`src/design/beam_params.svh`:
```
/*
 * beamformer dimensions
 * sample, weight and fixed point widths plus lane and channel counts
 */
`ifndef BEAM_PARAMS_SVH
`define BEAM_PARAMS_SVH

// width of one real or imaginary sample part
`define BEAM_SAMPLE_W 16

// width of one real or imaginary weight part
`define BEAM_WEIGHT_W 8

// weights are signed fixed point with this many fraction bits
`define BEAM_WEIGHT_FRAC 7

// complex samples carried in one word
`define BEAM_LANES 8

// antenna channels feeding the beam
`define BEAM_CHANNELS 4

`endif

```
`src/design/beam_pkg.sv`:
```
/*
 * beamformer types
 * signed sample, weight and product parts and the eight lane word
 */
`default_nettype none

`include "beam_params.svh"

package beam_pkg;

    // a 16x8 signed product needs 24 bits, and one more bit holds
    // the exact sum or difference of two such products
    localparam int PRODUCT_W = `BEAM_SAMPLE_W + `BEAM_WEIGHT_W + 1;

    // one real or imaginary sample part
    typedef logic signed [`BEAM_SAMPLE_W-1:0] sample_t;

    // one real or imaginary weight part, 1.7 fixed point
    typedef logic signed [`BEAM_WEIGHT_W-1:0] weight_t;

    // full precision products and their combination before scaling
    typedef logic signed [PRODUCT_W-1:0] product_t;

    // lane 0 sits in the low 16 bits of the word
    // the real and imaginary halves travel as two separate words
    typedef sample_t [`BEAM_LANES-1:0] word_t;

endpackage

`default_nettype wire

```
`src/design/beam_combiner.sv`:
```
/*
 * beam combiner
 * lane by lane wrapped sum of the weighted channels into one registered beam word
 */
`timescale 1ns/1ps
`default_nettype none

`include "beam_params.svh"

module beam_combiner import beam_pkg::*; (
    input  logic                      clock,
    input  logic                      resetn,
    input  logic [`BEAM_CHANNELS-1:0] weighted_valid,
    input  word_t                     weighted_real [`BEAM_CHANNELS],
    input  word_t                     weighted_imag [`BEAM_CHANNELS],
    output logic                      beam_valid,
    output word_t                     beam_real,
    output word_t                     beam_imag
);

    // channel words with idle channels forced to zero
    word_t masked_real [`BEAM_CHANNELS];
    word_t masked_imag [`BEAM_CHANNELS];

    // combinational lane sums ahead of the output register
    word_t sum_real;
    word_t sum_imag;

    // the lane pipelines run freely, so an idle channel still shows stale data
    always_comb begin
        for (int ch = 0; ch < `BEAM_CHANNELS; ch++) begin
            masked_real[ch] = weighted_valid[ch] ? weighted_real[ch] : '0;
            masked_imag[ch] = weighted_valid[ch] ? weighted_imag[ch] : '0;
        end
    end

    // sums stay at sample width so each lane wraps modulo 2^16
    always_comb begin
        sum_real = '0;
        sum_imag = '0;
        for (int ch = 0; ch < `BEAM_CHANNELS; ch++) begin
            for (int lane = 0; lane < `BEAM_LANES; lane++) begin
                sum_real[lane] = sum_real[lane] + masked_real[ch][lane];
                sum_imag[lane] = sum_imag[lane] + masked_imag[ch][lane];
            end
        end
    end

    // a beam word goes out whenever at least one channel delivered
    always_ff @(posedge clock) begin
        if (!resetn) begin
            beam_valid <= 1'b0;
            beam_real  <= '0;
            beam_imag  <= '0;
        end else begin
            beam_valid <= |weighted_valid;
            beam_real  <= sum_real;
            beam_imag  <= sum_imag;
        end
    end

endmodule

`default_nettype wire

```
`config.mk`:
```
export PLATFORM = sky130hd
export DESIGN_NAME = beam_combiner
export DESIGN_NICKNAME = d
export VERILOG_FILES = /design/src/design/beam_pkg.sv /design/src/design/beam_combiner.sv
export VERILOG_INCLUDE_DIRS = /design/src /design/src/design
export SDC_FILE = /design/constraint.sdc
export NUM_CORES = 2
export LEC_CHECK = 0
export ABC_CLOCK_PERIOD_IN_PS = 5200
export BUFFER_PORTS_ARGS = -buffer_cell sky130_fd_sc_hd__buf_4
export CAP_MARGIN = 20
export CORE_AREA = 2 2 496 498
export DETAILED_ROUTE_END_ITERATION = 7
export DIE_AREA = 0 0 498 500
export PLACE_DENSITY_LB_ADDON = 0.05
export SETUP_SLACK_MARGIN = 0.3
export SYNTH_ARGS = -nofsm -noshare
export SYNTH_HDL_FRONTEND = slang
export SYNTH_SLANG_ARGS = --single-unit
export TNS_END_PERCENT = 100
```
`constraint.sdc`:
```
create_clock -name clock -period 5.2 [get_ports clock]
set_input_delay 0.52 -clock clock [delete_from_list [all_inputs] [get_ports clock]]
set_output_delay 0.52 -clock clock [all_outputs]
set_load 0.05 [all_outputs]
```
# After elaboration in Yosys (flattened, before gate mapping)
# Cells that the tools add are included.
[totals]
in_bits = 1030
word_cells = 74
reg_bits = 257
[classes]
addsub = 48
n_reduce_logical = 1
n_mux = 8
[op_table]
columns = ["operator", "count"]
rows = [
  ["$mux 128", 8],
  ["$add 16x16->16", 48],
  ["$reduce_or 4->1", 1],
]

# Depth between registers and ports, before layout
[depth]
depth_word = 4
depth_mapped = 16
ltp_nobuf = 12

# Least setup slack after synthesis
# OpenSTA, ideal clock, no wires.
[synth_path]
path_type = "input to register"
start = "input port weighted_valid[2]"
end = "register beam_real[29] (netlist name)"
cell_stages = 16
setup_time_ns = 0.115
arrival_ns = 4.632
path_slack_ns = 0.453
required_ns = 5.085
path_cell_list = "clkbuf_1 > clkbuf_1 > buf_2 > buf_1 > nand2_1 > fa_1 > fa_1 > inv_1 > ha_1 > fa_1 > a211oi_1 > nor2_1 > a221o_1 > a31o_4 > a41o_1 > o21a_1"
[synth_between]
elab_chain_cells = 3
[synth_rtl]
columns = ["element", "line_no", "source"]
rows = [
  ["from (decl)", "beam_combiner.sv:13", "input logic [`BEAM_CHANNELS-1:0] weighted_valid,"],
  ["$mux 128", "beam_combiner.sv:32", "masked_real[ch] = weighted_valid[ch] ? weighted_real[ch] : '0;"],
  ["$add 16x16->16 (2 in a row)", "beam_combiner.sv:43", "sum_real[lane] = sum_real[lane] + masked_real[ch][lane];"],
  ["to (signal assigned)", "beam_combiner.sv:57", "beam_real <= sum_real;"],
  ["to (decl)", "beam_combiner.sv:17", "output word_t beam_real,"],
]
# No other way between the ends.
# A chain may end at the register's enable or synchronous reset.

# Worst setup path after layout
[layout_path]
start = "input port weighted_valid[1]"
end = "register beam_real[125] (netlist name)"
[layout_between]
elab_chain_cells = 4
[layout_rtl]
columns = ["element", "line_no"]
rows = [
  ["$mux 128", "beam_combiner.sv:32"],
  ["$add 16x16->16 (3 in a row)", "beam_combiner.sv:43"],
]
# No other way between the ends.

==> run_results.csv <==
group,metric,value,unit
sta,finalWorstSetupSlack,1.157,ns
worst_hold_path,hold_class,"input pin to register",
synth,ys_ff_latch,257,
finish,stdcell_count,8902,
clock_network,cts_tree,"built",
floorplan,io_pins,1287,
routing,drcViolationCount,0,
synth,synth_top_area_share,27.05,%
critical_path,critPathLaunchType,"input pin",
finish,fill_cells,27720,
critical_path,startpoint,"weighted_valid[1]",
routing,wl,213900,um
global_route,grt_pass1_wl,293200,um
floorplan,initial_core_util,14.54,%
synth,yosysWarnings,0,
clock_network,post_cts_resized,0,
synth,synth_cell_types,64,
placed_design,hpwlAfterDp,188300,um
sta,rsz0062_at_grt,"false",
placed_design,gp_congestion,0.8187,
clock_network,path_clk_slew,0.06,ns
sta,timing.fmax,247.4,MHz
synth,synth_edf_count,0,
global_route,grt_max_degree,76,
routing,viasPerCell,3.725,
clock_network,clockRootBuffer,"clkbuf_16",
placed_design,port_buffers,1286,
synth,avgSynthCellArea,8.173,um^2
synth,syn_area,35530,um^2
critical_path,cp-end-kind,"register",
synth,synthFlopType,"dfxtp_1",
synth,synth.yosys.seq_area_share,14.48,%
worst_hold_path,hold_start,"resetn",
finish,multi_input_area,26540,um^2
global_route,track_usage,16.77,%
sta,max-slew-margin-rel,45.94,%
sta,finalCriticalPeriod,4.043,ns
finish,drive_gt1_share,25.72,%
synth,yosysMostFrequentCell,"inv_1",
floorplan,rows,182,
synth,async_flop_share,0,%
floorplan,core-area,244300,um^2
sta,finalSetupTns,0,ns
global_route,grt_pass1_vias,36910,
synth,synth_cells,4347,
synth,synth_top_cell_by_area,"fa_1",
routing,detail_route.wl_per_cell,24.03,um
critical_path,criticalPathCategory,"input pin to register",
sta,min_period_over_period,77.75,%
global_route,grt_remaining_overflow,0,
run,maxCapViolCount,0,
clock_network,postCtsHoldBufs,0,
finish,fin_nets,7376,
finish,synthToLayoutAreaGrowth,44.05,%
critical_path,crit_path_max_fanout,41,
clock_network,post-cts-setup-buffer-count,0,
status,status,"finished clean",
power_and_ir_drop,p_total,16.63,mW
floorplan,die-area,249000,um^2
clock_network,clock_sinks,257,
critical_path,cp.arrival,4.58,ns
clock_network,numCtsBuffers,48,
floorplan,die_h,500,um
sta,tightest_slew,0.8109,ns
synth,syn_nets,6097,
power_and_ir_drop,irDropWorstVdd,0.2218,mV
routing,vias,33160,
routing,ant_nets,0,
critical_path,required,5.74,ns
sta,drv_slew,0,
sta,hold_viol,0,
synth,synth_common_cells,"inv_1, and2_1, fa_1",
routing,drtIter0Drc,1113,
clock_network,htree_levels,2,
sta,setup_viol,0,
finish,seq_area,5145,um^2
global_route,antenna_found_initial,69,
placed_design,dp_slack,0.4331,ns
placed_design,place_inst,8796,
routing,dr.pass1.iters,5,
power_and_ir_drop,p_per_area,325.0,nW/um^2
clock_network,clock_path_buffers,3,
synth,synth_area_leaders,"fa_1, dfxtp_1, and2_1",
power_and_ir_drop,power_leakage,25.86,nW
floorplan,die-width,498,um
-- flip-flops by register name, indices dropped and copies added, names as in the netlist --
name,cells
beam_imag,128
beam_real,128
beam_valid,1
-- placed cells by master (no fill, tap or decap), types with 11 or more instances in the layout --
cell / count
nand3_1: 30
diode_2: 20
dfxtp_1: 257
a211oi_1: 57
clkbuf_8: 12
and3_1: 19
o211ai_1: 28
clkbuf_16: 50
nand2b_1: 31
buf_4: 1356
a21oi_1: 128
buf_12: 11
nand2_1: 435
nor2_1: 194
a31oi_1: 19
mux2i_1: 22
and2_1: 714
o21bai_1: 36
xnor2_1: 128
nor3_1: 35
xor2_1: 84
o21a_1: 40
fa_1: 480
nor4_1: 14
nand4_1: 14
ha_1: 240
o21ai_0: 70
a21o_1: 96
or3_1: 11
o21ai_1: 38
inv_1: 880
-- final timing paths --
| kind | end | slack (ns) | depth (start not counted) |
|---|---|---|---|
| worst max-delay path | beam_real[125] | 1.16 | 14 |
| worst min-delay path | beam_imag[94] | 0.27 | 3 |
-- stage by stage --
stage	area, um^2	hold slack [ns]	utilization, %
6_report	51180	0.2659	20.95
5_1_grt	51150	0.2232	20.93
4_1_cts	51130	0.2077	20.92
3_5_place_dp	49500	0.9569	20.26
3_3_place_gp	49500	0.9635	20.26
2_1_floorplan	35530	0.8020	-
-- layout make-up --
type,count,share of cell area [%]
antenna,20,0.09779
clock buffer,70,2.807
clock inverter,16,0.3838
inverter,881,6.476
multi-input combinational,3066,51.85
sequential,257,10.05
tap,3220,7.872
timing repair buffer,1372,20.46
-- report_power, final --
part	switching (mW)	internal, mW
clock network	1.39	2.10
registers	0.297	2.56
logic	6.60	3.69
total	8.28	8.35
-- critical path, stage by stage --
cell and delay, ns:
buf_8 0.15, buf_12 0.19, buf_4 0.30, and2_1 0.16, fa_1 0.55, fa_1 0.42, ha_1 0.25, fa_1 0.47
a21oi_1 0.21, a2bb2oi_1 0.47, o221ai_1 0.24, a21boi_1 0.22, xor2_1 0.17, nor2_1 0.06
-- cells by family (layout without fill, tap and decap cells) --
family | after synthesis | in the layout | synth area share [%]
simple gates | 1532 | 1532 | 22.47
compound gates | 580 | 580 | 10.88
fa+ha+maj | 720 | 720 | 35.50
buf+inv | 1024 | 2339 | 10.82
mux | 22 | 22 | 0.6198
other cells | 0 | 20 | 0
flops | 257 | 257 | 14.48
xor+xnor | 212 | 212 | 5.226
-- metal layers --
layer	global-route usage, %	wire [um]	up-vias
met1	19.48	86510	15960
met3	5.850	16790	209
li1	-	-	15960
met2	28.98	104100	973
met5	0	397	-
met4	4.732	6126	64
(Power assumes the default switching activity.)
